$ cat config.mk
export PLATFORM = sky130hd
export DESIGN_NAME = aib_bscan_top
export DESIGN_NICKNAME = d
export VERILOG_FILES = /design/src/design/aib_bscan_pkg.sv /design/src/design/aib_bscan_cell.sv /design/src/design/aib_bscan_chain.sv /design/src/design/aib_bscan_top.sv /design/src/design/bscan_dr_seq.sv
export SDC_FILE = /design/constraint.sdc
export NUM_CORES = 1
export LEC_CHECK = 0
export ABC_AREA = 0
export BUFFER_PORTS_ARGS = -buffer_cell sky130_fd_sc_hd__buf_2
export CAP_MARGIN = 20
export CORE_ASPECT_RATIO = 0.75
export CORE_MARGIN = 5
export CORE_UTILIZATION = 51
export CTS_CLUSTER_SIZE = 16
export DETAILED_ROUTE_END_ITERATION = 10
export PLACE_DENSITY = 0.88
export SYNTH_ARGS = -nofsm -noshare
export SYNTH_HDL_FRONTEND = slang
export SYNTH_SLANG_ARGS = --single-unit
$ cat constraint.sdc
create_clock -name jtag_clkdr_in -period 3.1 [get_ports jtag_clkdr_in]
set_input_delay 0.155 -clock jtag_clkdr_in [delete_from_list [all_inputs] [get_ports jtag_clkdr_in]]
set_output_delay 0.155 -clock jtag_clkdr_in [all_outputs]
set_load 0.01 [all_outputs]
$ cat src/design/aib_bscan_pkg.sv
//////////////////////////////////////////////////////////////////////
// struct field order fixes the bit order of every cell scan register
// field 0 of each bundle is the bit shifted out first
//////////////////////////////////////////////////////////////////////
package aib_bscan_pkg;

   // register bits per cell on each of the tx and rx scan paths
   localparam int CELL_BITS = 4;

   // one channel of transmit signals, adapter side and pad side alike
   typedef struct packed {
      logic itxen;       // output enable to the pad, msb
      logic idat0;       // sdr data 0
      logic idat1;       // sdr data 1
      logic async_data;  // async data, lsb and first out
   } aib_tx_t;

   // one channel of receive signals from the pad
   typedef struct packed {
      logic odat0;       // sync data 0
      logic odat1;       // sync data 1
      logic oclk;        // differential clock as seen by the rx buffer
      logic odat_asyn;   // async data, lsb
   } aib_rx_t;

   // pad reset pair, both active low
   typedef struct packed {
      logic anlg_rstb;   // analog reset
      logic dig_rstb;    // digital reset
   } aib_rstb_t;

   // control bundle broadcast to every cell in the chain
   typedef struct packed {
      logic tx_scanen;   // shift dr on tx path
      logic rx_scanen;   // shift dr on rx path, low means capture
      logic mode;        // jtag mode, scanned tx drives the pads
      logic rstb_en;     // tap reset overrides pad resets
      logic rstb;        // tap reset value, active low
   } bscan_ctrl_t;

endpackage

$ cat src/design/aib_bscan_cell.sv
//////////////////////////////////////////////////////////////////////
// scan outputs change on the falling clock edge
// the rx register captures pads on every cycle that rx_scanen is low
//////////////////////////////////////////////////////////////////////
`timescale 1ns/100ps

module aib_bscan_cell (
   input  logic                       jtag_clkdr_in, // boundary scan clock
   input  logic                       rst_n,         // async, active low
   input  aib_bscan_pkg::bscan_ctrl_t ctrl,          // broadcast controls
   input  aib_bscan_pkg::aib_tx_t     tx_adap,       // tx from adapter
   input  aib_bscan_pkg::aib_rx_t     rx_aib,        // rx from pad
   input  aib_bscan_pkg::aib_rstb_t   rstb_adap,     // resets from adapter
   input  logic                       tx_scan_in,    // from previous cell
   input  logic                       rx_scan_in,
   output aib_bscan_pkg::aib_tx_t     tx_aib,        // tx to pad
   output aib_bscan_pkg::aib_rx_t     rx_adap,       // rx to adapter
   output aib_bscan_pkg::aib_rstb_t   rstb_aib,      // resets to pad
   output logic                       tx_scan_out,   // to next cell
   output logic                       rx_scan_out
);

   localparam int CB = aib_bscan_pkg::CELL_BITS;

   logic [CB-1:0] tx_reg;   // scanned transmit value
   logic [CB-1:0] rx_reg;   // captured receive value
   logic          tx_nreg;  // falling edge copy of tx_reg[0]
   logic          rx_nreg;  // falling edge copy of rx_reg[0]

   // tx register holds unless shifting
   always_ff @(posedge jtag_clkdr_in or negedge rst_n)
   begin
      if (!rst_n)
      begin
         tx_reg <= '0;
      end
      else if (ctrl.tx_scanen)
      begin
         tx_reg <= {tx_scan_in, tx_reg[CB-1:1]};  // shift towards bit 0
      end
   end

   // rx register shifts or captures the pad inputs
   always_ff @(posedge jtag_clkdr_in or negedge rst_n)
   begin
      if (!rst_n)
      begin
         rx_reg <= '0;
      end
      else if (ctrl.rx_scanen)
      begin
         rx_reg <= {rx_scan_in, rx_reg[CB-1:1]};
      end
      else
      begin
         rx_reg <= rx_aib;  // capture, field order as in aib_rx_t
      end
   end

   // half cycle retime so the next cell sees stable data at its rising edge
   always_ff @(negedge jtag_clkdr_in or negedge rst_n)
   begin
      if (!rst_n)
      begin
         tx_nreg <= 1'b0;
         rx_nreg <= 1'b0;
      end
      else
      begin
         tx_nreg <= tx_reg[0];
         rx_nreg <= rx_reg[0];
      end
   end

   assign tx_scan_out = tx_nreg;
   assign rx_scan_out = rx_nreg;

   // pad side muxing, all combinational
   assign tx_aib  = ctrl.mode ? aib_bscan_pkg::aib_tx_t'(tx_reg) : tx_adap;
   assign rx_adap = rx_aib;  // receive always passes through

   // tap reset drives both pad resets when enabled
   assign rstb_aib = ctrl.rstb_en ? aib_bscan_pkg::aib_rstb_t'({2{ctrl.rstb}})
                                  : rstb_adap;

endmodule

$ cat src/design/aib_bscan_chain.sv
//////////////////////////////////////////////////////////////////////
// channel NUM_CH-1 is nearest the scan input, channel 0 drives scan out
//////////////////////////////////////////////////////////////////////
`timescale 1ns/100ps

module aib_bscan_chain #(
   parameter int NUM_CH = 4  // channels in the chain
) (
   input  logic                                    jtag_clkdr_in,
   input  logic                                    rst_n,
   input  aib_bscan_pkg::bscan_ctrl_t              ctrl,
   input  aib_bscan_pkg::aib_tx_t   [NUM_CH-1:0]   tx_adap,
   input  aib_bscan_pkg::aib_rx_t   [NUM_CH-1:0]   rx_aib,
   input  aib_bscan_pkg::aib_rstb_t [NUM_CH-1:0]   rstb_adap,
   input  logic                                    tx_scan_in,  // serial tx in
   input  logic                                    rx_scan_in,  // serial rx in
   input  logic                                    last_bs_in,  // loopback in
   output aib_bscan_pkg::aib_tx_t   [NUM_CH-1:0]   tx_aib,
   output aib_bscan_pkg::aib_rx_t   [NUM_CH-1:0]   rx_adap,
   output aib_bscan_pkg::aib_rstb_t [NUM_CH-1:0]   rstb_aib,
   output logic                                    tx_scan_out,
   output logic                                    rx_scan_out,
   output logic                                    jtag_clkdr_out, // clock feed-through
   output logic                                    last_bs_out     // loopback to ssm
);

   // link k+1 feeds channel k, link 0 leaves the chain
   wire [NUM_CH:0] tx_link;
   wire [NUM_CH:0] rx_link;

   assign tx_link[NUM_CH] = tx_scan_in;
   assign rx_link[NUM_CH] = rx_scan_in;

   for (genvar k = 0; k < NUM_CH; k++)
   begin : g_ch
      aib_bscan_cell i_cell (
         .jtag_clkdr_in (jtag_clkdr_in),
         .rst_n         (rst_n),
         .ctrl          (ctrl),          // same controls for all cells
         .tx_adap       (tx_adap[k]),
         .rx_aib        (rx_aib[k]),
         .rstb_adap     (rstb_adap[k]),
         .tx_scan_in    (tx_link[k+1]),
         .rx_scan_in    (rx_link[k+1]),
         .tx_aib        (tx_aib[k]),
         .rx_adap       (rx_adap[k]),
         .rstb_aib      (rstb_aib[k]),
         .tx_scan_out   (tx_link[k]),
         .rx_scan_out   (rx_link[k])
      );
   end

   assign tx_scan_out = tx_link[0];
   assign rx_scan_out = rx_link[0];

   assign jtag_clkdr_out = jtag_clkdr_in;  // straight through, no gating
   assign last_bs_out    = last_bs_in;

endmodule

$ cat src/design/aib_bscan_top.sv
//////////////////////////////////////////////////////////////////////
// no tap here, a scan is started by a single start pulse
//////////////////////////////////////////////////////////////////////
`timescale 1ns/100ps

module aib_bscan_top #(
   parameter int NUM_CH = 4  // channel count, passed to sequencer and chain
) (
   input  logic                                    jtag_clkdr_in,
   input  logic                                    rst_n,
   input  aib_bscan_pkg::aib_tx_t   [NUM_CH-1:0]   tx_adap,      // from adapter
   output aib_bscan_pkg::aib_tx_t   [NUM_CH-1:0]   tx_aib,       // to pads
   input  aib_bscan_pkg::aib_rx_t   [NUM_CH-1:0]   rx_aib,       // from pads
   output aib_bscan_pkg::aib_rx_t   [NUM_CH-1:0]   rx_adap,      // to adapter
   input  aib_bscan_pkg::aib_rstb_t [NUM_CH-1:0]   rstb_adap,
   output aib_bscan_pkg::aib_rstb_t [NUM_CH-1:0]   rstb_aib,
   input  logic                                    jtag_mode,    // levels
   input  logic                                    jtag_rstb_en,
   input  logic                                    jtag_rstb,
   input  logic                                    last_bs_in,
   output logic                                    last_bs_out,
   output logic                                    jtag_clkdr_out,
   input  logic                                    start,
   input  aib_bscan_pkg::aib_tx_t   [NUM_CH-1:0]   tx_pattern,
   output logic                                    busy,
   output logic                                    done,
   output aib_bscan_pkg::aib_rx_t   [NUM_CH-1:0]   rx_word
);

   aib_bscan_pkg::bscan_ctrl_t ctrl;  // broadcast to all cells
   logic tx_scan_in;
   logic rx_scan_in;
   logic tx_scan_out;
   logic rx_scan_out;

   bscan_dr_seq #(
      .NUM_CH (NUM_CH)
   ) i_seq (
      .jtag_clkdr_in (jtag_clkdr_in),
      .rst_n         (rst_n),
      .start         (start),
      .tx_pattern    (tx_pattern),
      .jtag_mode     (jtag_mode),
      .jtag_rstb_en  (jtag_rstb_en),
      .jtag_rstb     (jtag_rstb),
      .tx_scan_out   (tx_scan_out),
      .rx_scan_out   (rx_scan_out),
      .ctrl          (ctrl),
      .tx_scan_in    (tx_scan_in),
      .rx_scan_in    (rx_scan_in),
      .busy          (busy),
      .done          (done),
      .rx_word       (rx_word)
   );

   aib_bscan_chain #(
      .NUM_CH (NUM_CH)
   ) i_chain (
      .jtag_clkdr_in  (jtag_clkdr_in),
      .rst_n          (rst_n),
      .ctrl           (ctrl),
      .tx_adap        (tx_adap),
      .rx_aib         (rx_aib),
      .rstb_adap      (rstb_adap),
      .tx_scan_in     (tx_scan_in),
      .rx_scan_in     (rx_scan_in),
      .last_bs_in     (last_bs_in),
      .tx_aib         (tx_aib),
      .rx_adap        (rx_adap),
      .rstb_aib       (rstb_aib),
      .tx_scan_out    (tx_scan_out),
      .rx_scan_out    (rx_scan_out),
      .jtag_clkdr_out (jtag_clkdr_out),
      .last_bs_out    (last_bs_out)
   );

endmodule

$ cat src/design/bscan_dr_seq.sv
//////////////////////////////////////////////////////////////////////
// start is ignored while busy, done follows start after 1+W+1 cycles
// rx_word is only valid from the done pulse on
//////////////////////////////////////////////////////////////////////
`timescale 1ns/100ps

module bscan_dr_seq #(
   parameter int NUM_CH = 4
) (
   input  logic                                   jtag_clkdr_in,
   input  logic                                   rst_n,
   input  logic                                   start,        // one cycle pulse
   input  aib_bscan_pkg::aib_tx_t [NUM_CH-1:0]    tx_pattern,   // field k for channel k
   input  logic                                   jtag_mode,
   input  logic                                   jtag_rstb_en,
   input  logic                                   jtag_rstb,
   input  logic                                   tx_scan_out,  // from chain, falling edge reg
   input  logic                                   rx_scan_out,
   output aib_bscan_pkg::bscan_ctrl_t             ctrl,
   output logic                                   tx_scan_in,
   output logic                                   rx_scan_in,
   output logic                                   busy,
   output logic                                   done,
   output aib_bscan_pkg::aib_rx_t [NUM_CH-1:0]    rx_word       // field k from channel k
);

   localparam int W     = NUM_CH * aib_bscan_pkg::CELL_BITS;  // chain length per path
   localparam int CNT_W = $clog2(W);

   typedef enum logic [1:0] {
      ST_IDLE,
      ST_CAPT,   // rx registers load the pads
      ST_SHIFT   // W shift cycles
   } state_t;

   state_t           state;
   logic [CNT_W-1:0] bit_cnt;     // shift cycle index
   logic [W-1:0]     tx_sh;       // outgoing pattern, bit 0 first
   logic [W-2:0]     rx_sh;       // incoming bits, last one goes straight to rx_word
   logic             shifting;
   logic             last_shift;
   logic             accept;      // start taken this cycle

   assign shifting   = (state == ST_SHIFT);
   assign last_shift = shifting && (bit_cnt == CNT_W'(W - 1));
   assign accept     = (state == ST_IDLE) && start;

   always_ff @(posedge jtag_clkdr_in or negedge rst_n)
   begin
      if (!rst_n)
      begin
         state   <= ST_IDLE;
         bit_cnt <= '0;
         done    <= 1'b0;
         rx_word <= '0;
      end
      else
      begin
         done <= last_shift;  // one cycle after the last shift
         case (state)
            ST_IDLE:
            begin
               if (start)
               begin
                  state <= ST_CAPT;
               end
            end
            ST_CAPT:
            begin
               state   <= ST_SHIFT;
               bit_cnt <= '0;
            end
            ST_SHIFT:
            begin
               bit_cnt <= bit_cnt + CNT_W'(1);
               if (last_shift)
               begin
                  state   <= ST_IDLE;
                  rx_word <= {rx_scan_out, rx_sh};  // first bit in lands in channel 0 lsb
               end
            end
            default:
            begin
               state <= ST_IDLE;
            end
         endcase
      end
   end

   // pattern and collect registers, no reset
   always_ff @(posedge jtag_clkdr_in)
   begin
      if (accept)
      begin
         tx_sh <= tx_pattern;  // loaded before capture, stable across the scan
      end
      else if (shifting)
      begin
         tx_sh <= {tx_scan_out, tx_sh[W-1:1]};  // old chain contents recirculate in
         rx_sh <= {rx_scan_out, rx_sh[W-2:1]};
      end
   end

   assign tx_scan_in = tx_sh[0];  // last field bit ends up at channel NUM_CH-1 msb
   assign rx_scan_in = 1'b0;      // rx chain fills with zeros behind the data

   assign ctrl.tx_scanen = shifting;
   assign ctrl.rx_scanen = shifting;
   assign ctrl.mode      = jtag_mode;     // levels copied from the top inputs
   assign ctrl.rstb_en   = jtag_rstb_en;
   assign ctrl.rstb      = jtag_rstb;

   assign busy = (state != ST_IDLE);

endmodule

==> results by group <==
Floorplan
  • Core footprint: 0.00743 mm²
  • FP Rows: 27
  • Starting Density: 52.8%
  • Die H: 86.0 µm
  • Die footprint: 0.00957 mm²
  • IO Pins: 123
  • Die X: approximately 110 µm

Logic synthesis
  • Sequential fraction of the synthesis area: 63.9%
  • Post-synthesis register bit count: 94
  • Synth unique cells: 23
  • Syn Area/Cell: 15.8 µm²
  • Post-Syn Area: approximately 0.0039 mm²
  • Syn_nets: 317
  • Yosys top cell area share: 35.1%
  • Synth warnings: 0
  • Cell taking the most area after synthesis: dfrtp_1
  • Syn Inst Count: ~250
  • Ranking of synthesized cells by area: dfrtp_1 (35%), edfxtp_1 (24%), mux2_2 (21%)

STA
  • Slew @ Worst Pin: 0.760 ns
  • Setup TNS: 0 ns
  • Clock Skew: 0.0103 ns
  • Max transition margin: 49.3%
  • RSZ-0062 raised after global routing: no
  • Final setup vio count: 0
  • WHS: roughly 0.019 ns
  • Max Slew Vio Count: 0
  • Hold Violations, Final: 0

Routing
  • Remaining antenna violation count: 0
  • Vias: 2430
  • 1st-iter DRT viols: 100
  • Routed vias/inst: 4.88
  • Final routed wire length divided by cell count: 16.3 µm
  • WL final: 8.13 mm
  • Residual DRC: 0
  • DRT Pass-1 Iters: 4

Worst setup path
  • WP buf/inv: 0
  • Setup CP Type: reg2reg
  • Max incr delay on CP: around 0.33 ns
  • CP required: 3.31 ns
  • Crit Path Max Fanout: 1
  • Worst r2r src: i_chain.g_ch[0].i_cell.tx_scan_out$_DFF_NN0_
  • Critical path cell sequence: mux2_2
  • CP endpoint kind: flop
  • Worst-path cell with the longest stage delay: dfrtn_1
  • Startpoint types: flop
  • R2r setup slk: 0.72 ns
  • CP top delay family: flip-flops
  • Worst Setup SP: i_chain.g_ch[0].i_cell.tx_scan_out$_DFF_NN0_
  • Worst EP arrival: 2.58 ns

Placement
  • Port bufs: 120
  • DP Wirelength: 5.43 mm
  • Post-place instance area: 0.00452 mm²
  • Gpl congestion: 0.720

Global route
  • First-pass GRT wire length: 13.1 mm
  • Initial antenna violation count: 0
  • M1 GR Usage: 20.4%
  • Largest net degree at the start of global routing: 54
  • GRT Resource Usage Total: 17.6%
  • Met2 usage: 29.5%
  • Grt ovf: 0
  • GR peak layer: met2
  • GR Util met3: 6.14%
  • Number of global-route vias before repair: 2661

Finish
  • Final nets: ~460
  • Layout cells sized above 1: 57.6%
  • Fin area: slightly above 0.005 mm²
  • Area Growth Syn to Fin: 28.4%
  • Commonest cells after routing, fill and taps aside: buf_2 (120), mux2_2 (72), dfrtp_1 (55)
  • Most common cell after layout, fill and taps aside: buf_2
  • Utilization after layout: 67.8%

Clock tree
  • # hold bufs at CTS: 27
  • Worst-Skew Late Latency: 0.45 ns
  • Setup Buffers After CTS: 0
  • Clock-pin slew on the worst setup and hold paths: 0.09 ns
  • Post-cts resize count: 0
  • CTS tree: yes

Pwr
  • P per Cell Area: 741 mW/mm²
  • VDD IR max: 0.414 mV
  • Leakage dissipation: about 2.4 nW

Min path
  • Hold wc startpoint: tx_pattern[7]
  • Hold Crit Class: in2reg

Outcome
  • Run status: completed

Flow run
  • Max cap viols: 0
-- cells in the mapped netlist --
library cell / number
clkbuf_1: 1
nand3b_1: 1
o2bb2ai_1: 1
nand4_1: 1
buf_6: 1
nand2_1: 3
edfxtp_1: 31
nand3_1: 3
mux2_4: 9
buf_4: 19
buf_2: 6
dfrtn_1: 8
inv_1: 16
ha_1: 5
o21ai_0: 11
nand4_4: 1
nand2b_1: 1
dfrtp_1: 55
and3_1: 1
mux2_2: 72
a2bb2oi_1: 1
o221ai_1: 1
nor2b_1: 1
-- metrics by stage --
| step | power [mW] | instances | setup WS (ns) |
|---|---|---|---|
| 2_1_floorplan | 2.54 | 249 | 0.743 |
| 3_3_place_gp | 2.76 | 450 | 0.740 |
| 3_5_place_dp | 2.83 | 450 | 0.728 |
| 4_1_cts | 3.77 | 496 | 0.729 |
| 5_1_grt | 3.94 | 497 | 0.712 |
| 6_report | 3.74 | 498 | 0.724 |
-- path summary, 6_finish.rpt --
path	endpoint	depth (start not counted)
setup / recovery	i_seq.tx_sh[15]$_DFFE_PP_	1
hold / removal	i_seq.tx_sh[7]$_DFFE_PP_	2
setup reg to reg	i_seq.tx_sh[15]$_DFFE_PP_	1
hold reg to reg	i_seq.rx_sh[13]$_DFFE_PP_	0
max in group asynchronous	i_chain.g_ch[1].i_cell.tx_scan_out$_DFF_NN0_	2
min in group asynchronous	i_seq.rx_word[1]$_DFFE_PN0P_	2
-- routing by layer --
metal,vias up,wire [µm],part of all wire (%)
met5,-,0,0
met4,0,188,2.3
met3,17,460,5.7
met2,94,4150,51
met1,1176,3330,41
li1,1143,-,-
-- power breakdown --
part | internal [mW] | switching, mW
Sequential | 1.73 | 0.162
Clock | 0.469 | 0.452
Combinational | 0.480 | 0.444
Total | 2.68 | 1.06
-- logic make-up (layout without fill, tap and decap cells) --
kind of cell	count (synthesis)	after routing	synth area share, %
other cells	0	1	0
buf+inv	43	190	6.31
fa+ha+maj	5	5	1.59
flops	94	94	63.9
compound gates	14	14	2.07
mux	81	81	24.1
simple gates	12	12	2.04
-- area by class of cell --
cell class / instances / area [µm²]
flip-flops and latches: 94 / 2510
fillers: 551 / 2390
multi-input cells: 112 / 1170
repair buffers: 154 / 928
clock buffers: 14 / 174
well taps: 101 / 126
clock inverters: 6 / 70.1
inverters: 16 / 60.1
diodes: 1 / 2.50
Note: power is estimated with default switching activity, not from simulation.
